## src/hw/regRead_settings.svh

```systemverilog
// Register read sizes
`ifndef REGREAD_SETTINGS_SVH
`define REGREAD_SETTINGS_SVH

// issue lanes, also the count of bypass, wakeup and unmap ports.
`define RR_LANES 2

// physical register file.
`define RR_PHYS_REGS 64
`define RR_PHYS_LOG 6

// registers that are mapped and ready out of reset.
`define RR_ARCH_REGS 32

`define RR_DATA_W 32

// branch checkpoints tracked in the branch mask.
`define RR_CHECKPOINTS 4
`define RR_CHECKPOINT_LOG 2

`endif

```

## src/hw/regReadPkg.sv

```systemverilog
// Register read types
`include "regRead_settings.svh"

package regReadPkg;

  typedef logic [`RR_PHYS_LOG-1:0] physTagT;

  typedef logic [`RR_DATA_W-1:0] dataT;

  // functional unit class carried with the packet.
  typedef enum logic [2:0] {
    OP_ALU,
    OP_MUL,
    OP_LOAD,
    OP_STORE,
    OP_BRANCH
  } opcodeT;

  // issued instruction as it leaves the issue queue.
  typedef struct packed {
    logic [`RR_CHECKPOINTS-1:0] branchMask;
    physTagT src1;
    physTagT src2;
    physTagT dest;
    opcodeT opcode;
  } issuePacketT;

  // packet with both source operands attached.
  typedef struct packed {
    issuePacketT packet;
    dataT srcData1;
    dataT srcData2;
  } readPacketT;

  // result broadcast from a functional unit, also a file write port.
  typedef struct packed {
    logic valid;
    physTagT dest;
    dataT data;
  } bypassT;

  // wakeup or unmap request on the ready table.
  typedef struct packed {
    logic valid;
    physTagT tag;
  } tagReqT;

endpackage

```

## src/hw/operandBypass.sv

```systemverilog
// Operand bypass select
`include "regRead_settings.svh"

module operandBypass (
  input  regReadPkg::physTagT  srcTag_i [2*`RR_LANES],
  input  regReadPkg::dataT     fileData_i [2*`RR_LANES],
  input  regReadPkg::bypassT   bypass_i [`RR_LANES],
  output regReadPkg::dataT     operand_o [2*`RR_LANES]
);

  import regReadPkg::*;

  localparam int numOperands = 2 * `RR_LANES;

  for (genvar s = 0; s < numOperands; s++) begin : gOperand
    logic [`RR_LANES-1:0] hit;
    dataT sel;

    // tag compare against every valid result on the bypass network.
    for (genvar p = 0; p < `RR_LANES; p++) begin : gPort
      assign hit[p] = bypass_i[p].valid && (bypass_i[p].dest == srcTag_i[s]);
    end

    // walk from the top port down so the lowest matching port is left.
    always_comb begin
      sel = fileData_i[s];
      for (int p = `RR_LANES - 1; p >= 0; p--) begin
        if (hit[p]) begin
          sel = bypass_i[p].data;
        end
      end
    end

    assign operand_o[s] = sel;
  end

endmodule

```

## config.mk

```make
export PLATFORM = sky130hd
export DESIGN_NAME = operandBypass
export DESIGN_NICKNAME = d
export VERILOG_FILES = /design/src/hw/regReadPkg.sv /design/src/hw/operandBypass.sv
export VERILOG_INCLUDE_DIRS = /design/src /design/src/hw
export SDC_FILE = /design/constraint.sdc
export NUM_CORES = 1
export LEC_CHECK = 0
export BUFFER_PORTS_ARGS = -buffer_cell sky130_fd_sc_hd__buf_4
export CORE_AREA = 5 5 136 138
export DETAILED_ROUTE_END_ITERATION = 12
export DIE_AREA = 0 0 141 143
export PLACE_DENSITY = 0.63
export SETUP_SLACK_MARGIN = 0.2
export SLEW_MARGIN = 40
export SYNTH_ARGS = -nofsm -noshare
export SYNTH_HDL_FRONTEND = slang
export SYNTH_SLANG_ARGS = --single-unit
```

## constraint.sdc

```tcl
create_clock -name vclk -period 4.67
set_clock_uncertainty 0.1 [all_clocks]
set_input_delay 0.934 -clock vclk [all_inputs]
set_output_delay 0.934 -clock vclk [all_outputs]
set_load 0.005 [all_outputs]
```

---- Word-level counts from Yosys, hierarchy flattened ----
Cells that the tools add are included.
word-level totals
  bits in registers ....................... 0
  output and inout bits ................... 128
  logic and storage cells ................. 24
operators by class
  equality and inequality tests ........... 8
  muxes and demuxes ....................... 8
  reduce and logical (&&, ||, !) cells .... 8
operators with widths
  operator           count
  2-to-1 mux 32 bit  8
  == test 6 bit      8
  logical AND 1 bit  8

---- Longest topological paths before layout ----
Gate-level depths: netlist of run 1.
  word-level depth ........................ 4
  mapped depth ............................ 7
  gate-level depth less buffers ........... 4

---- Least setup slack after synthesis of run 1 ----
No wires, ideal clock.
  path type ............................... in2out
  start ................................... input port bypass_i[73] (netlist bit)
  end ..................................... output port operand_o[0] (netlist bit)
  data arrival time ....................... 2137 ps
  required time ........................... 3636 ps
  path slack .............................. 1499 ps
  stages on the path ...................... 7
  buffers on the path ..................... 3
  cell sequence ........................... clkbuf_1 > xnor2_1 > nand4_1 > or2_1 > buf_2 > buf_2 > a31oi_1
RTL lines
  item         RTL line            source
  from (decl)  operandBypass.sv:7  input regReadPkg::bypassT bypass_i [`RR_LANES],
  to (decl)    operandBypass.sv:8  output regReadPkg::dataT operand_o [2*`RR_LANES]

==> results of run 1 <==
## cell type report
class,instances,area [um2],share of cell area
multi-input combinational,587,3420,0.508
timing repair buffer,386,2910,0.432
tap,225,282,0.0418
inverter,33,124,0.0184
## cells in the mapped netlist (all sizes together)
cell | instances | area, um2
nor3 | 128 | 641
nand4 | 6 | 37.5
or3 | 32 | 200
nand3 | 104 | 526
or4 | 2 | 22.5
buf | 43 | 255
nor4 | 2 | 42.5
clkbuf | 57 | 216
and4 | 1 | 8.76
a31oi | 127 | 795
inv | 33 | 124
xor2 | 6 | 52.6
o21ai | 127 | 643
or2 | 4 | 25.0
xnor2 | 42 | 368
and3 | 3 | 18.8
o21a | 1 | 7.51
nor2 | 1 | 3.75
o31a | 1 | 8.76
## logic make-up (layout without fill, tap and decap cells)
family | count (synthesis) | in the layout | synth area share
buf+inv | 133 | 419 | 0.149
compound gates | 256 | 256 | 0.364
xor+xnor | 48 | 48 | 0.105
simple gates | 283 | 283 | 0.382
## metal layers
layer	global-route usage	wire length, um	vias up
met2	0.436	13800	479
met5	0	0	-
met4	0.0592	727	0
met3	0.0536	2890	58
met1	0.343	11600	3360
li1	-	-	3283
## power groups by stage
stage	registers, mW	logic, mW	clock network (mW)
5_1_grt	0	0.710	0
3_5_place_dp	0	0.662	0
3_3_place_gp	0	0.661	0
6_report	0	0.673	0
4_1_cts	0	0.665	0
2_1_floorplan	0	0.259	0
## worst paths after layout
check | cells after the start | slack (ns) | start | to
max | 7 | 0.90 | bypass_i[72] | operand_o[28]
min | 4 | 2.14 | fileData_i[30] | operand_o[30]
## worst max-delay path: stages
cell and delay [ns]:
buf_4 0.13, xnor2_1 0.23, nand3_2 0.13, or2_1 0.48, buf_4 0.33, a31oi_1 0.30
buf_4 0.18
## through the flow
| stage | setup WS, ns | util | instances | power [mW] |
|---|---|---|---|---|
| finish | 0.903 | 0.395 | 1231 | 0.673 |
| floorplan | 1.50 | - | 720 | 0.259 |
| CTS | 0.908 | 0.395 | 1231 | 0.665 |
| detailed placement | 0.908 | 0.395 | 1231 | 0.662 |
| global placement | 0.877 | 0.395 | 1231 | 0.661 |
| global route | 0.775 | 0.395 | 1231 | 0.710 |
==> key figures, run 1 <==
Synthesis
  • Sequential area share after synthesis: 0
  • Synth Warn #: 0
  • Post-Syn Area: 0.00400 mm2
  • Synth Net Count: 950
  • Syn Area/Cell: 5.55 um2
  • Netlist cell types: 26
  • Post-Synthesis Cells: 720

Place
  • Port bufs: 358
  • Hpwl dp: 21800 um
  • DP Area: 0.00674 mm2
  • GPL Wtd Cong: 0.941

Global route
  • First-pass GRT wire length: 41300 um
  • Grt total ovfl: 0
  • Total global-route track usage: 0.260
  • Initial antenna violation count: 0
  • Vias in the first global route: 6521
  • Largest net degree at the start of global routing: 65

Route
  • Vias: 7180
  • Routed WL: 29000 um
  • Routed Antenna Nets: 0
  • First drt pass iteration count: 5
  • First-iteration detailed-routing DRC count: 715
  • DRC errors left: 0
  • Post-DR wirelength/cell: 23.5 um
  • Via density per instance: 5.83

Worst setup path
  • Max FO, Critical Path: 19
  • CP Capture Type: primary output
  • CP Class: in -> out
  • WP data arrival: 2.73 ns
  • Critical path launch point type: primary input
  • CP required: 3.64 ns

STA
  • Final Setup Violations: 0
  • Period Utilization, post-route: 0.807
  • Slew @ Worst Pin: 0.721 ns
  • Fmax: 265 MHz
  • RSZ-0062 raised after global routing: no
  • Hold Vio Cnt, Final: 0
  • Fin crit period: 3.77 ns
  • Setup TNS: 0 ns
  • Fin. max-slew vios: 0
  • Slew headroom: 0.519
  • Min Hold Slack: 2.14 ns

Finish
  • Most frequent cells in the layout: 385 x buf_4, 128 x nor3_1, 127 x a31oi_1
  • Filler Cell Count: 1920
  • Seq cells: 0
  • Layout cells sized above 1: 0.396
  • Net count, final: 1238
  • Inserted Diodes: 0
  • Register area: 0 um2
  • Layout Cell Area excl Fill: 0.00674 mm2
  • CLK BUF: 0
  • Most common cell after layout, fill and taps aside: buf_4
  • Area growth, synth to finish: 68.6%

Power and ir drop
  • Clock share of power: 0
  • Pwr dens: 99.9 mW/mm2
  • Sw Ratio: 0.540
  • Sw power: 364 uW
  • Maximum VDD drop: 70.0 uV
  • Comb power frac: 1.000
  • Register share of total power: 0
  • Leakage: 2.60 nW
  • Pint: 309 uW

Floorplanning
  • Cell Rows: 48
  • Starting Density: 0.234
  • Num ports: 358
  • Die width: 141 um
  • Die height: 143 um
  • Die area: 0.0202 mm2
  • CORE AREA: 0.0171 mm2

Clocking
  • Postcts setup bufs: 0
  • CTS hold repair buffers: 0
  • # resized after CTS: 0

Worst hold path
  • Hold Crit Class: in -> out

Status
  • Status: finished clean

Job
  • MaxCap Viol Count: 0
No activity file was read; power rests on OpenSTA's default activity.
==> run 2, diff against run 1 <==
Settings changed: PLACE_DENSITY 0.63 to 0.65.
Clock period 4.67 ns to 3.35 ns, I/O delays scaled along.
==> run 2 against run 1 <==
Compared with the run above:
- critical path type unchanged
- worst setup slack lost 0.65 ns
- first-iteration DRC count shrank 1.3%
- non-clock buffer count grew 16
- critical endpoint is now operand_o[29]
- global-route usage grew 0.61 points
- power grew 43%
- wire length grew 1.9%
- sequential share of layout area is the same
- largest power group unchanged
- cell area grew 2.5%
- via count grew 2.2%
- flip-flop and latch count is the same
- cell count grew 1.3%
==> key figures, run 2 (same netlist as run 1, synthesis figures left out) <==
Global route
  • Initial antenna violation count: 0 (unchanged)
  • Vias in the first global route: 6849 (+5.0%)
  • First-pass GRT wire length: 42400 um (+2.7%)
  • Grt total ovfl: 0 (unchanged)
  • Largest net degree at the start of global routing: 65 (unchanged)
  • Total global-route track usage: 0.266 (+0.00608)

Finish
  • Most common cell after layout, fill and taps aside: buf_4
  • Most frequent cells in the layout: 397 x buf_4, 128 x nor3_1, 127 x a31oi_1
  • Filler Cell Count: 1863 (-3.0%)
  • Layout Cell Area excl Fill: 0.00690 mm2 (+2.5%)
  • CLK BUF: 0 (unchanged)
  • Net count, final: 1254 (+1.3%)
  • Register area: 0 um2 (unchanged)
  • Seq cells: 0 (unchanged)
  • Inserted Diodes: 0 (unchanged)
  • Layout cells sized above 1: 0.403 (+0.00750)
  • Area growth, synth to finish: 72.7%
  • Final non-filler cell total: 1247 (+1.3%)

Route
  • Metal2 WL: 13800 um (+0.34%)
  • Routed Antenna Nets: 0 (unchanged)
  • Top Metal Used: met4
  • DR WL met3: 3040 um (+5.2%)
  • First-iteration detailed-routing DRC count: 706 (-1.3%)
  • Post-DR wirelength/cell: 23.7 um (+0.60%)
  • Vias: 7337 (+2.2%)
  • First drt pass iteration count: 6 (+1)
  • Via density per instance: 5.88 (+0.88%)
  • Routed WL: 29500 um (+1.9%)
  • DRC errors left: 0 (unchanged)
  • Met1 Wirelength: 11900 um (+3.0%)

STA
  • Slew @ Worst Pin: 0.464 ns (-0.258 ns)
  • PnR worst setup slack: 0.256 ns (-0.646 ns)
  • Min Hold Slack: 1.59 ns (-0.543 ns)
  • RSZ-0062 raised after global routing: yes
  • Fin. max-slew vios: 0 (unchanged)
  • Final Setup Violations: 0 (unchanged)
  • Setup TNS: 0 ns (unchanged)
  • Hold Vio Cnt, Final: 0 (unchanged)
  • Fmax: 323 MHz
  • Fin crit period: 3.09 ns
  • Slew headroom: 0.691 (+0.172)
  • Period Utilization, post-route: 0.923

Floorplanning
  • Die height: 143 um (unchanged)
  • Num ports: 358 (unchanged)
  • CORE AREA: 0.0171 mm2 (unchanged)
  • Die width: 141 um (unchanged)
  • Die area: 0.0202 mm2 (unchanged)
  • Starting Density: 0.234 (unchanged)
  • Cell Rows: 48 (unchanged)

Power and ir drop
  • Maximum VDD drop: 101 uV (+44%)
  • Leakage: 2.69 nW (+3.4%)
  • Pwr dens: 140 mW/mm2 (+40%)

Worst hold path
  • Hold Crit Class: in -> out

Worst setup path
  • Max incr delay on CP: 0.76 ns (+0.28 ns)
  • Crit path top cell by count: buf_4
  • Max FO, Critical Path: 32 (+13)
  • Buf/Inv on CP: 2 (-1)
  • CP required: 2.58 ns (-1.06 ns)
  • Slowest stage cell, crit path: or4_4
  • Crit path cell chain: buf_4 > xor2_1 > or4_4 > o21ai_1 > a31oi_1 > buf_4
  • CP Capture Type: primary output
  • Critical path launch point type: primary input
  • Crit path max-delay family: simple AND/OR/NAND/NOR gates
  • CP Class: in -> out
  • WP data arrival: 2.32 ns (-0.41 ns)

Place
  • Pre-CTS WS: 0.234 ns (-0.674 ns)
  • GPL Wtd Cong: 0.952 (+1.1%)
  • DP Area: 0.00690 mm2 (+2.4%)
  • Dpl cells: 1247 (+1.3%)
  • Hpwl dp: 23000 um (+5.3%)
  • Port bufs: 358 (unchanged)

Status
  • Status: finished clean

Job
  • MaxCap Viol Count: 0 (unchanged)

Clocking
  • Postcts setup bufs: 0 (unchanged)
  • CTS hold repair buffers: 0 (unchanged)
-- run 2: worst min-delay path, cell delays in order --
cell,delay [ns]
buf_4,0.11
o21ai_2,0.04
a31oi_1,0.06
buf_4,0.14
-- run 2: repair_timing --
item | 4_1_cts | 5_1_grt
endpoints found under the setup margin | 0 | 15
gates resized for setup | 0 | 1
hold endpoints to repair | 0 | 0
-- run 2: path summary, 6_finish.rpt --
check / from / end / depth (start not counted)
max: bypass_i[35] / operand_o[29] / 6
min: fileData_i[62] / operand_o[62] / 4
-- run 2: per-stage QoR --
step,utilization,total power [mW]
floorplan,-,0.361
CTS,0.404,0.948
global placement,0.404,0.945
global route,0.405,1.02
detailed placement,0.404,0.945
finish,0.405,0.963
-- run 2: power by group --
group          switching [mW]  internal, mW
clock                       0             0
sequential                  0             0
combinational           0.511         0.452
total                   0.511         0.452
-- run 2: metal layers --
metal	vias to the layer above	GRT usage
met5	-	0
met4	0	0.0474
met3	71	0.0419
met2	521	0.450
met1	3420	0.361
li1	3325	-
-- run 2: final cells by class --
class | instances | area [um2] | area share
inverters | 33 | 124 | 0.0180
repair buffers | 402 | 3080 | 0.446
well taps | 225 | 282 | 0.0408
multi-input cells | 587 | 3410 | 0.495
