==> src/hw/regRead_settings.svh <==
// Register read sizes
`ifndef REGREAD_SETTINGS_SVH
`define REGREAD_SETTINGS_SVH

// issue lanes, also the count of bypass, wakeup and unmap ports.
`define RR_LANES 2

// physical register file.
`define RR_PHYS_REGS 64
`define RR_PHYS_LOG 6

// registers that are mapped and ready out of reset.
`define RR_ARCH_REGS 32

`define RR_DATA_W 32

// branch checkpoints tracked in the branch mask.
`define RR_CHECKPOINTS 4
`define RR_CHECKPOINT_LOG 2

`endif

==> src/hw/regReadPkg.sv <==
// Register read types
`include "regRead_settings.svh"

package regReadPkg;

  typedef logic [`RR_PHYS_LOG-1:0] physTagT;

  typedef logic [`RR_DATA_W-1:0] dataT;

  // functional unit class carried with the packet.
  typedef enum logic [2:0] {
    OP_ALU,
    OP_MUL,
    OP_LOAD,
    OP_STORE,
    OP_BRANCH
  } opcodeT;

  // issued instruction as it leaves the issue queue.
  typedef struct packed {
    logic [`RR_CHECKPOINTS-1:0] branchMask;
    physTagT src1;
    physTagT src2;
    physTagT dest;
    opcodeT opcode;
  } issuePacketT;

  // packet with both source operands attached.
  typedef struct packed {
    issuePacketT packet;
    dataT srcData1;
    dataT srcData2;
  } readPacketT;

  // result broadcast from a functional unit, also a file write port.
  typedef struct packed {
    logic valid;
    physTagT dest;
    dataT data;
  } bypassT;

  // wakeup or unmap request on the ready table.
  typedef struct packed {
    logic valid;
    physTagT tag;
  } tagReqT;

endpackage

==> src/hw/readyTable.sv <==
// Physical register ready table
`include "regRead_settings.svh"

module readyTable (
  input  logic                      clk,
  input  logic                      reset_i,
  input  logic                      exceptionFlag_i,
  input  regReadPkg::tagReqT        wakeup_i [`RR_LANES],
  input  regReadPkg::tagReqT        unmap_i [`RR_LANES],
  output logic [`RR_PHYS_REGS-1:0]  phyRegRdy_o
);

  // architectural registers hold committed values and start out ready.
  localparam logic [`RR_PHYS_REGS-1:0] initRdy = {
    {(`RR_PHYS_REGS - `RR_ARCH_REGS){1'b0}},
    {`RR_ARCH_REGS{1'b1}}
  };

  logic [`RR_PHYS_REGS-1:0] rdyQ;
  logic [`RR_PHYS_REGS-1:0] rdyNext;

  always_comb begin
    rdyNext = rdyQ;
    for (int u = 0; u < `RR_LANES; u++) begin
      if (unmap_i[u].valid) begin
        rdyNext[unmap_i[u].tag] = 1'b0;
      end
    end
    // wakeups are applied last and beat an unmap of the same tag.
    for (int k = 0; k < `RR_LANES; k++) begin
      if (wakeup_i[k].valid) begin
        rdyNext[wakeup_i[k].tag] = 1'b1;
      end
    end
  end

  always_ff @(posedge clk) begin
    if (reset_i || exceptionFlag_i) begin
      rdyQ <= initRdy;
    end else begin
      rdyQ <= rdyNext;
    end
  end

  assign phyRegRdy_o = rdyQ;

endmodule

==> config.mk <==
export PLATFORM = sky130hd
export DESIGN_NAME = readyTable
export DESIGN_NICKNAME = d
export VERILOG_FILES = /design/src/hw/regReadPkg.sv /design/src/hw/readyTable.sv
export VERILOG_INCLUDE_DIRS = /design/src /design/src/hw
export SDC_FILE = /design/constraint.sdc
export NUM_CORES = 1
export LEC_CHECK = 0
export BUFFER_PORTS_ARGS = -buffer_cell sky130_fd_sc_hd__buf_2
export CAP_MARGIN = 20
export CORE_ASPECT_RATIO = 0.75
export CORE_MARGIN = 2
export CORE_UTILIZATION = 33
export CTS_BUF_LIST = sky130_fd_sc_hd__clkbuf_8
export DETAILED_ROUTE_END_ITERATION = 10
export GPL_ROUTABILITY_DRIVEN = 0
export PLACE_DENSITY = 0.54
export SKIP_LAST_GASP = 1
export SLEW_MARGIN = 20
export SYNTH_ARGS = -nofsm -noshare
export SYNTH_HDL_FRONTEND = slang
export SYNTH_SLANG_ARGS = --single-unit
==> constraint.sdc <==
create_clock -name clk -period 1.4 [get_ports clk]
set_clock_uncertainty 0.05 [all_clocks]
set_input_delay 0.07 -clock clk [delete_from_list [all_inputs] [get_ports clk]]
set_output_delay 0.07 -clock clk [all_outputs]
set_load 0.03 [all_outputs]
Yosys cells after proc, flatten, opt, wreduce, memory -nomap -nowiden
Cells that the tools add are included.
Widths: inputs -> output; s select.
- register bits after elaboration: 64
- bits of input ports: 31
- word-level logic and storage cells: 32
- $lt $le $gt $ge: 8
- muxes and demuxes: 12
- bitwise gates (word level): 6
- reduce and logical (&&, ||, !) cells: 5
- operators with widths (cell ; count):
    $mux 64 ; 4
    $and 64x64->64 ; 2
    $not 64->64 ; 2
    $or 64x64->64 ; 2
    $lt 6x7->1 const B ; 4
    $demux 1 s6 ; 4
    $ge 6x1->1 const B ; 4
    $logic_and 1x1->1 ; 4
    $mux 1 ; 4
    $logic_or 1x1->1 ; 1

Longest topological paths before layout
Gate-level depths: netlist of run 1.
- depth in word-level cells: 13
- mapped depth: 6
- mapped depth without buffers: 4

Worst setup path after synthesis of run 1
OpenSTA, ideal clock, no wires.
- kind: input to register
- from: in wakeup_i[12] (netlist name)
- to: reg rdyQ[25] (netlist: phyRegRdy_o[25])
- arrival: 0.876 ns
- data required time: 1.225 ns
- path slack: 0.349 ns
- stages on the path: 5
- buffers on the path: 2
- cell sequence: buf_2 -> and3b_1 -> buf_2 -> a221oi_1 -> nand2_1
- word-level cells in the longest chain between the ends: 8
- RTL lines (what ; RTL line ; source):
    start: declaration ; readyTable.sv:8 ; input regReadPkg::tagReqT wakeup_i [`RR_LANES],
    $lt 6x7->1 (implied by the code) or $ge 6x1->1 (tied branches) ; readyTable.sv:32 ; rdyNext[wakeup_i[k].tag] = 1'b1;
    $logic_and 1x1->1 (implied by the code) ; readyTable.sv:32 ;
    $mux 1 (implied by the code) ; readyTable.sv:32 ;
    $demux 1 s6 (*) ; readyTable.sv:32 ;
    $or 64x64->64 (no source line) (*) ; - ;
    $mux 64 (*) ; readyTable.sv:31 ; if (wakeup_i[k].valid) begin
    $or 64x64->64 (no source line) ; - ;
    $mux 64 (*) ; readyTable.sv:31 ;
    end signal: assignment ; readyTable.sv:39 ; rdyQ <= initRdy;
    end signal: assignment ; readyTable.sv:41 ; rdyQ <= rdyNext;
    end: declaration ; readyTable.sv:19 ; logic [`RR_PHYS_REGS-1:0] rdyQ;
Every way passes the cells marked *; elsewhere a longest branch is shown, timed or not.
A chain may end at the register's enable or synchronous reset.

Worst setup path in the final report of run 1
- from: in exceptionFlag_i
- to: reg rdyQ[13] (netlist: phyRegRdy_o[13])
- word-level cells in the longest chain between the ends: 1
- RTL lines (what ; RTL line ; source):
    start: declaration ; readyTable.sv:7 ; input logic exceptionFlag_i,
    $logic_or 1x1->1 ; readyTable.sv:38 ; if (reset_i || exceptionFlag_i) begin
No other way between the ends.

==> results of run 1 <==
==> critical path: stages <==
cell and delay (ns):
buf_2 0.11, or2_2 0.46, a221oi_1 0.58, nand2_1 0.09
==> placed cells by master (no fill, tap or decap), drive strengths merged, types with 3 or more instances in the layout <==
master / netlist / final
a221oi: 32 / 32
a22o: 3 / 3
a22oi: 58 / 58
and2b: 3 / 3
and3b: 9 / 9
and4b: 6 / 6
and4bb: 9 / 9
buf: 42 / 126
clkbuf: 13 / 9
clkinv: 0 / 3
dfxtp: 64 / 64
nand2: 90 / 90
nand2b: 8 / 8
nand3: 37 / 37
nand3b: 4 / 4
nand4: 3 / 3
nor2: 18 / 18
nor2b: 6 / 6
nor3: 10 / 10
nor3b: 9 / 9
o21ai: 22 / 22
o22a: 22 / 22
o22ai: 8 / 8
==> stage by stage <==
| step | worst slack [ns] | utilization (%) | area [sq um] | hold slack, ns |
|---|---|---|---|---|
| finish | 0.2497 | 40.53 | 5005 | 0.08497 |
| global route | 0.1624 | 40.53 | 5005 | 0.1142 |
| CTS | 0.3032 | 40.53 | 5005 | 0.07884 |
| detailed placement | -0.02434 | 38.75 | 4786 | 0.3850 |
| global placement | -0.02888 | 38.75 | 4786 | 0.3843 |
| floorplan | 0.3495 | - | 4188 | 0.2629 |
==> power by group <==
group / leakage (nW) / internal (mW) / switching (mW)
Clock: 0.110 / 1.00 / 0.798
Combinational: 1.34 / 0.217 / 0.437
Sequential: 0.517 / 1.83 / 0.00539
Total: 1.97 / 3.05 / 1.24
==> cells in the mapped netlist (4+ instances only) <==
master	n	area share (%)
nand3_1	36	4.3
nand2b_1	8	1.2
nor2_1	18	1.6
o22ai_1	8	1.2
o21ai_1	21	2.5
nor3_2	4	0.96
buf_6	11	3.0
nor3b_2	9	2.7
and3b_1	9	1.9
clkbuf_1	9	0.81
dfxtp_1	64	31
o22a_1	22	4.6
and4b_1	4	0.96
a221oi_2	4	1.4
a221oi_1	28	5.9
nor3_1	6	0.72
buf_2	26	3.1
buf_4	5	0.90
nor2b_1	6	0.90
and4bb_2	7	2.1
nand3b_1	4	0.72
nand2_1	90	8.1
a22oi_1	55	9.9
==> cell type report <==
| class | count | area share [%] |
|---|---|---|
| multi-input cells | 381 | 51.18 |
| flip-flops and latches | 64 | 25.60 |
| clock inverters | 7 | 1.900 |
| well taps | 166 | 4.150 |
| clock buffers | 9 | 2.475 |
| repair buffers | 126 | 14.70 |
==> how the worst max path moves through the flow <==
stage / depth (start not counted) / end / start
2_1_floorplan: 5 / phyRegRdy_o[25]$_SDFF_PP1_ / wakeup_i[12]
3_3_place_gp: 6 / phyRegRdy_o[0]$_SDFF_PP1_ / wakeup_i[2]
3_5_place_dp: 6 / phyRegRdy_o[0]$_SDFF_PP1_ / wakeup_i[2]
4_1_cts: 1 / phyRegRdy_o[40] / phyRegRdy_o[40]$_SDFF_PP0_
5_1_grt: 5 / phyRegRdy_o[5]$_SDFF_PP1_ / wakeup_i[1]
6_report: 4 / phyRegRdy_o[13]$_SDFF_PP1_ / exceptionFlag_i
==> cells by family (layout without fill, tap and decap cells) <==
group,after synthesis,in the layout,share of synthesized area [%]
buffers and inverters,55,142,8.306
flip-flops,64,64,30.59
AO/OA/AOI/OAI,156,156,29.40
AND/OR/NAND/NOR,225,225,31.70
==> routing by layer <==
metal | GRT usage, % | vias up | wire, microns
met3 | 6.957 | 10 | 1659
met4 | 4.453 | 0 | 108
met2 | 31.79 | 239 | 6250
met5 | 0 | - | 0
li1 | - | 2075 | -
met1 | 34.55 | 2123 | 7491
==> impl_metrics.yaml, run 1 <==
run_status:
  status: "finished clean"
timing:
  rsz0062_at_grt: "no"
  max_freq_ghz: 0.8693
  final.period_utilization_pct: 82.17
  finalCriticalPeriod_ns: 1.150
  worst_slew_pin_slew_ns: 0.6317
  setup_viol: 0
  finalHoldViolations: 0
  drv_slew: 0
  relSlewSlack_pct: 57.89
  fin_setup_tns_ns: 0
synthesis:
  synth_nets: 531
  ys_seq_area_share_pct: 30.59
  async_flop_share_pct: 0
  ys.flop_type: "dfxtp_1"
  ys_ff_latch: 64
  post_synth_num_cell_types: 53
  syn-cell-area_sq_um: 4188
  syn_inst: 500
  syn_area_per_cell_sq_um: 8.376
  synth_edf_count: 0
  ys_warn_count: 0
clock_tree:
  clkSinkCount: 64
  cts_root_buf: "clkbuf_8"
  htreeDepth: 3
  cts_setup_buffers: 0
  hold_buffers: 0
  ctsResizeCount: 0
  cts_tree: "built"
  cts_buffers: 9
  clock_path_buffers: 2
  clk_latency_ns: 0.35
  clk_pin_slew_ns: 0.08
detailed_routing:
  drtAntennaViolNets: 0
  wl_per_cell_microns: 20.59
  drt_iter0_drc: 525
  detail_route.vias_per_cell: 5.906
  drc: 0
  drt_wl_total_microns: 15510
  dr.pass1.iters: 5
  route.vias.total: 4447
finish:
  seq_area_sq_um: 1281
  area.growth.synth_to_final_pct: 19.51
  multi_input_area_sq_um: 2561
  final_net_count: 613
  fillCellCount: 1299
  drive_above_1_share_pct: 30.49
  largest_register_ffs: 64
  diodes: 0
  finalNonFillerCells: 753
floorplan:
  die_h_microns: 101.6
  core_area_sq_um: 12350
  io_pins: 95
  start_util_pct: 33.91
  rows: 35
  dieArea_sq_um: 13620
  die_w_microns: 134.1
global_routing:
  grt_max_degree: 39
  grt_pass1_vias: 4025
  grtUsageTotal_pct: 22.89
  grt_pass1_wl_microns: 23540
  overflow: 0
  antenna_found_initial: 0
hold_path:
  min_to: "phyRegRdy_o[38]$_SDFF_PP0_"
  min_from: "unmap_i[1]"
  hp-class: "in -> reg"
  hold_path_depth: 3
placement:
  dpl.hpwl_microns: 11800
  dp.cells: 737
  portBuffers: 94
setup_path:
  crit_arrival_ns: 1.32
  reg2reg_setup_slack_ns: 0.58
  worstSetupEndpointType: "flop"
  cp_max_fo: 22
  cp_data_required_time_ns: 1.57
  r2r_start: "phyRegRdy_o[52]$_SDFF_PP0_"
  cp-start-kind: "primary input"
  rr_endpoint: "phyRegRdy_o[52]$_SDFF_PP0_"
  worstSetupPathType: "in -> reg"
  r2r_cells: 3
power_and_ir_drop:
  total_power_mw: 4.290
  p_per_area_nw_per_um2: 857.2
  p_leak_nw: 1.966
  vdd_drop_max_mv: 0.3954
flow_run:
  drv_cap: 0
(Power assumes the default switching activity.)
==> inputs of run 2 (changes only) <==
--- a/config.mk
+++ b/config.mk
@@ -6,6 +6,7 @@
 export SDC_FILE = /design/constraint.sdc
 export NUM_CORES = 1
 export LEC_CHECK = 0
+export ABC_AREA = 1
 export BUFFER_PORTS_ARGS = -buffer_cell sky130_fd_sc_hd__buf_2
 export CAP_MARGIN = 20
 export CORE_ASPECT_RATIO = 0.75
@@ -14,7 +15,7 @@
 export CTS_BUF_LIST = sky130_fd_sc_hd__clkbuf_8
 export DETAILED_ROUTE_END_ITERATION = 10
 export GPL_ROUTABILITY_DRIVEN = 0
-export PLACE_DENSITY = 0.54
+export PLACE_DENSITY = 0.57
 export SKIP_LAST_GASP = 1
 export SLEW_MARGIN = 20
 export SYNTH_ARGS = -nofsm -noshare
==> constraint.sdc (replaced) <==
create_clock -name clk -period 1 [get_ports clk]
set_clock_uncertainty 0.05 [all_clocks]
set_input_delay 0.05 -clock clk [delete_from_list [all_inputs] [get_ports clk]]
set_output_delay 0.05 -clock clk [all_outputs]
set_load 0.03 [all_outputs]
==> impl_metrics.yaml, run 2 <==
synthesis:
  syn-cell-area_sq_um: 3821
  post-synth-top-count-cell: "nor2_1"
  syn_area_per_cell_sq_um: 6.153
  ys_seq_area_share_pct: 33.53
  synth-compound-area-share_pct: 16.63
  synth.area.mux_share_pct: 0
  synthTopCellsByCount: "nor2_1 (141), nand2_1 (137), nand3_1 (77)"
  synth_area_leaders: "dfxtp_1 (34%), nor2_1 (14%), nand2_1 (13%), nand3_1 (10%), a21oi_1 (5.4%)"
  synthSimpleGateAreaFrac_pct: 43.39
  synth-xor-area-share_pct: 0
  ys_ff_latch: 64
  synth_nets: 652
  ys_warn_count: 0
  yosys.area.top_type: "dfxtp_1"
  synthAdderAreaFrac_pct: 0
  syn_inst: 621
  synth.top_cell.area_share_pct: 33.53
  synth_edf_count: 0
  synth_top_family_by_area: "simple AND/OR/NAND/NOR gates"
  ys.flop_type: "dfxtp_1"
  post_synth_num_cell_types: 19
  async_flop_share_pct: 0
clock_tree:
  clock_path_buffers: 2
  cts_tree: "built"
  htreeDepth: 3
  clk_latency_ns: 0.36
  clk_pin_slew_ns: 0.07
  cts_buffers: 9
  cts_root_buf: "clkbuf_8"
  cts_setup_buffers: 0
  hold_buffers: 0
  clkSinkCount: 64
floorplan:
  dieArea_sq_um: 12470
  start_util_pct: 34.40
  die_w_microns: 128.3
  die_h_microns: 97.19
  io_pins: 95
  rows: 33
  core_area_sq_um: 11110
timing:
  max_freq_ghz: 1.019
  finalHoldViolations: 0
  worst_slew_pin_slew_ns: 0.6381
  rsz0062_at_grt: "yes"
  drv_slew: 0
  finalCriticalPeriod_ns: 0.9814
  whs_ns: 0.09926
  setup_viol: 0
  relSlewSlack_pct: 57.30
  final.period_utilization_pct: 98.14
setup_path:
  crit_family: "flip-flops"
  path_buf_inv: 1
  critical_path.max_stage_delay_ns: 0.36
  cp_data_required_time_ns: 0.90
  worstSetupPathType: "reg -> out"
  cp_cell_sequence: "buf_4"
  crit_arrival_ns: 0.88
  worstSetupEndpointType: "output pin"
  cp_max_fo: 2
  critPathSlowestCell: "dfxtp_2"
  cp-start-kind: "flop"
hold_path:
  hp-class: "in -> reg"
finish:
  fillCellCount: 1090
  layout_commonest_cell: "nor2_1"
  largest_register_ffs: 64
  multi_input_area_sq_um: 2313
  area.growth.synth_to_final_pct: 50.46
  final_cell_mix: "nor2_1 (141), nand2_1 (137), buf_4 (128), nand3_1 (77), dfxtp_1 (43)"
  diodes: 0
  seq_area_sq_um: 1308
  drive_above_1_share_pct: 30.98
  final_net_count: 847
global_routing:
  grt_pass1_vias: 4779
  grt_max_degree: 38
  antenna_found_initial: 0
  overflow: 0
  grtUsageTotal_pct: 26.15
  grt_pass1_wl_microns: 25110
placement:
  portBuffers: 94
  dpl.hpwl_microns: 12600
detailed_routing:
  drc: 0
  detail_route.vias_per_cell: 5.344
  dr.pass1.iters: 5
  wl_per_cell_microns: 16.88
  drt_wl_total_microns: 16210
  route.vias.total: 5130
  drt_iter0_drc: 700
  drtAntennaViolNets: 0
flow_run:
  drv_cap: 0
power_and_ir_drop:
  total_power_mw: 5.639
  p_leak_nw: 2.358
  p_per_area_nw_per_um2: 980.8
  vdd_drop_max_mv: 0.5019
run_status:
  status: "finished clean"
==> run 2: cell count changes in the layout (fill, tap and decap cells not counted), moves of 28 or more <==
cell      change
buf_4        +98
a221oi_1     -28
nor2_1      +124
buf_6        +35
nand2_1      +47
a21oi_1      +39
inv_1        +40
nand3_1      +41
buf_2        -64
a22oi_1      -55
==> run 2: what timing repair did <==
action	CTS	global route
resized for setup	70	56
pin swaps	0	0
setup endpoints to repair	55	38
==> run 2: through the flow <==
| stage | setup WS, ns | util (%) | instance area [sq um] | instances | TNS, ns |
|---|---|---|---|---|---|
| after floorplan | 0.007020 | - | 3850 | 621 | 0 |
| after global routing | -0.03699 | 51.76 | 5749 | 960 | -0.03699 |
| final | 0.01864 | 51.76 | 5749 | 960 | 0 |
| after detailed placement | -0.2382 | 47.35 | 5259 | 945 | -7.991 |
| after global placement | -0.2151 | 47.35 | 5259 | 945 | -7.004 |
| after CTS | 0.0004639 | 50.51 | 5610 | 960 | 0 |
==> run 2: cells by family after synthesis <==
kind of cell    Yosys count
simple gates            390
flops                    64
compound gates          105
buf+inv                  62
==> run 2: worst paths after layout <==
kind | end | slack [ns] | cells after the start | from
max | phyRegRdy_o[62] | 0.02 | 1 | phyRegRdy_o[62]$_SDFF_PP0_
min | phyRegRdy_o[38]$_SDFF_PP0_ | 0.1 | 5 | unmap_i[7]
min reg2reg | phyRegRdy_o[36]$_SDFF_PP0_ | 0.43 | 2 | phyRegRdy_o[36]$_SDFF_PP0_
max reg2reg | phyRegRdy_o[5]$_SDFF_PP1_ | 0.17 | 3 | phyRegRdy_o[5]$_SDFF_PP1_
==> run 2: layer usage <==
metal	up-vias	share of wire, %	track usage, %	routed length (microns)
met5	-	0	0	0
met4	0	2.0	8.960	320
met3	26	9.6	6.278	1564
met2	275	42	38.38	6882
met1	2343	46	37.20	7440
li1	2486	-	-	-
==> run 2: layout make-up <==
type                            count  share of cell area, %
Clock inverter                      4                 0.3700
Multi-Input combinational cell    495                  40.24
Inverter                           46                  3.003
Tap cell                          140                  3.047
Clock buffer                       11                  2.633
Timing Repair Buffer              200                  27.97
Sequential cell                    64                  22.74
==> run 2: power by group <==
part	switching [mW]	internal, mW
sequential	0.00989	2.56
clock	1.03	1.00
combinational	0.637	0.401
total	1.67	3.96
==> inputs of run 3 (changes only) <==
--- a/config.mk
+++ b/config.mk
@@ -16,6 +16,7 @@
 export DETAILED_ROUTE_END_ITERATION = 10
 export GPL_ROUTABILITY_DRIVEN = 0
 export PLACE_DENSITY = 0.57
+export SETUP_SLACK_MARGIN = 0.3
 export SKIP_LAST_GASP = 1
 export SLEW_MARGIN = 20
 export SYNTH_ARGS = -nofsm -noshare
==> impl_metrics.yaml, run 3 (synthesis gave the netlist of run 2 again) <==
run_status:
  status: "finished clean"
setup_path:
  r2r_cells: 4
  crit_family: "flip-flops"
  cp_max_fo: 2
  r2r_start: "phyRegRdy_o[30]$_SDFF_PP1_"
  reg2reg_setup_slack_ns: 0.17
  cp_cell_sequence: "buf_6"
  critPathSlowestCell: "dfxtp_2"
  worstSetupEndpointType: "output pin"
  critical_path.max_stage_delay_ns: 0.37
  cp-start-kind: "flop"
  crit_arrival_ns: 0.87
  rr_endpoint: "phyRegRdy_o[30]$_SDFF_PP1_"
  cp_data_required_time_ns: 0.90
  crit_path_start: "phyRegRdy_o[9]$_SDFF_PP1_"
  worstSetupPathType: "reg -> out"
  path_buf_inv: 1
hold_path:
  hold_path_depth: 4
  hp-class: "in -> reg"
  min_from: "reset_i"
  min_to: "phyRegRdy_o[15]$_SDFF_PP1_"
timing:
  worst_slew_pin_slew_ns: 0.3763
  setup_viol: 0
  max_freq_ghz: 1.032
  rsz0062_at_grt: "yes"
  finalCriticalPeriod_ns: 0.9693
  relSlewSlack_pct: 74.91
  worst_slack_ns: 0.03072
  drv_slew: 0
  final.period_utilization_pct: 96.93
  finalHoldViolations: 0
detailed_routing:
  detail_route.vias_per_cell: 5.383
  drt_wl_total_microns: 17060
  drc: 0
  wl_per_cell_microns: 17.30
  drtAntennaViolNets: 0
  route.vias.total: 5308
  drt_iter0_drc: 462
  dr.pass1.iters: 5
global_routing:
  grt_pass1_vias: 4870
  overflow: 0
  busiest_layer: "met2"
  grt_max_degree: 33
  met3_usage_pct: 4.460
  use_met2_pct: 38.87
  grtUsageTotal_pct: 25.68
  antenna_found_initial: 0
  use_met1_pct: 36.49
  grt_pass1_wl_microns: 24970
floorplan:
  dieArea_sq_um: 12470
  die_h_microns: 97.19
  core_area_sq_um: 11110
  start_util_pct: 34.40
  io_pins: 95
  rows: 33
  die_w_microns: 128.3
finish:
  drive_above_1_share_pct: 55.44
  seq_area_sq_um: 1366
  fillCellCount: 935
  final_net_count: 872
  diodes: 0
  final_cell_mix: "nor2_1 (118), nand2_1 (104), buf_6 (104), buf_4 (85), dfxtp_2 (62)"
  fin_area_sq_um: 7207
  layout_commonest_cell: "nor2_1"
  multi_input_area_sq_um: 3012
  finalNonFillerCells: 986
  area.growth.synth_to_final_pct: 88.61
  largest_register_ffs: 64
flow_run:
  drv_cap: 0
clock_tree:
  clk_pin_slew_ns: 0.07
  clk_latency_ns: 0.36
  cts_buffers: 9
  cts_tree: "built"
  clock_path_buffers: 2
  clkSinkCount: 64
  cts_root_buf: "clkbuf_8"
  hold_buffers: 0
  htreeDepth: 3
placement:
  dpl_worst_slack_ns: -0.1154
  placed_cell_area_sq_um: 5464
  dpl.hpwl_microns: 12490
  dp.cells: 937
  portBuffers: 94
power_and_ir_drop:
  p_leak_nw: 2.902
  vdd_drop_max_mv: 0.5976
  p_per_area_nw_per_um2: 887.2
  total_power_mw: 6.394
run 3: cell count changes in the layout (fill, tap and decap cells not counted), sizes merged:
cell,before,now
clkbuf,14,15
inv,46,47
clkinv,3,1
buf,197,220
bufinv,0,2
clkinvlp,1,2
run 3: metal layers:
metal | share of wire [%] | vias to the layer above
li1 | - | 2548
met1 | 44 | 2473
met2 | 45 | 260
met3 | 8.6 | 27
met4 | 2.0 | 0
met5 | 0 | -
run 3: how the worst max path moves through the flow:
stage | cells past startpoint | slack (ns) | to
after floorplan | 5 | 0.16 | phyRegRdy_o[26]$_SDFF_PP1_
after global placement | 7 | -0.09 | phyRegRdy_o[45]$_SDFF_PP0_
after detailed placement | 7 | -0.12 | phyRegRdy_o[28]$_SDFF_PP1_
after CTS | 1 | 0.03 | phyRegRdy_o[15]
after global routing | 1 | 0.02 | phyRegRdy_o[9]
final | 1 | 0.03 | phyRegRdy_o[9]
run 3: where the power goes:
part | leakage (nW) | switching (mW) | total (mW) | internal (mW)
logic | 2.26 | 0.793 | 1.33 | 0.538
registers | 0.518 | 0.0124 | 2.57 | 2.56
clock network | 0.120 | 1.05 | 2.49 | 1.44
total | 2.90 | 1.86 | 6.39 | 4.54
run 3: cell type report:
class | count | area share (%)
clock buffer | 10 | 1.910
timing repair buffer | 225 | 30.69
inverter | 46 | 3.160
clock inverter | 6 | 1.059
tap | 140 | 2.431
multi-input combinational | 495 | 41.79
sequential | 64 | 18.96
run 3: what timing repair did:
action / CTS / global route
resized for setup: 238 / 169
setup endpoints to repair: 107 / 128
pin swaps: 39 / 70
setup buffers: 16 / 17
run 3: metrics by stage:
stage / hold slack, ns / TNS (ns) / utilization, %
3_5_place_dp: 0.3978 / -4.933 / 49.19
2_1_floorplan: 0.2364 / 0 / -
3_3_place_gp: 0.3968 / -3.629 / 49.19
4_1_cts: 0.02682 / 0 / 58.38
6_report: 0.05314 / 0 / 64.89
5_1_grt: 0.08064 / 0 / 64.89
run 3: worst min-delay path: stages:
cell and delay, ns:
buf_2 0.07, or2_4 0.19, nor2_1 0.06, nand2_1 0.06
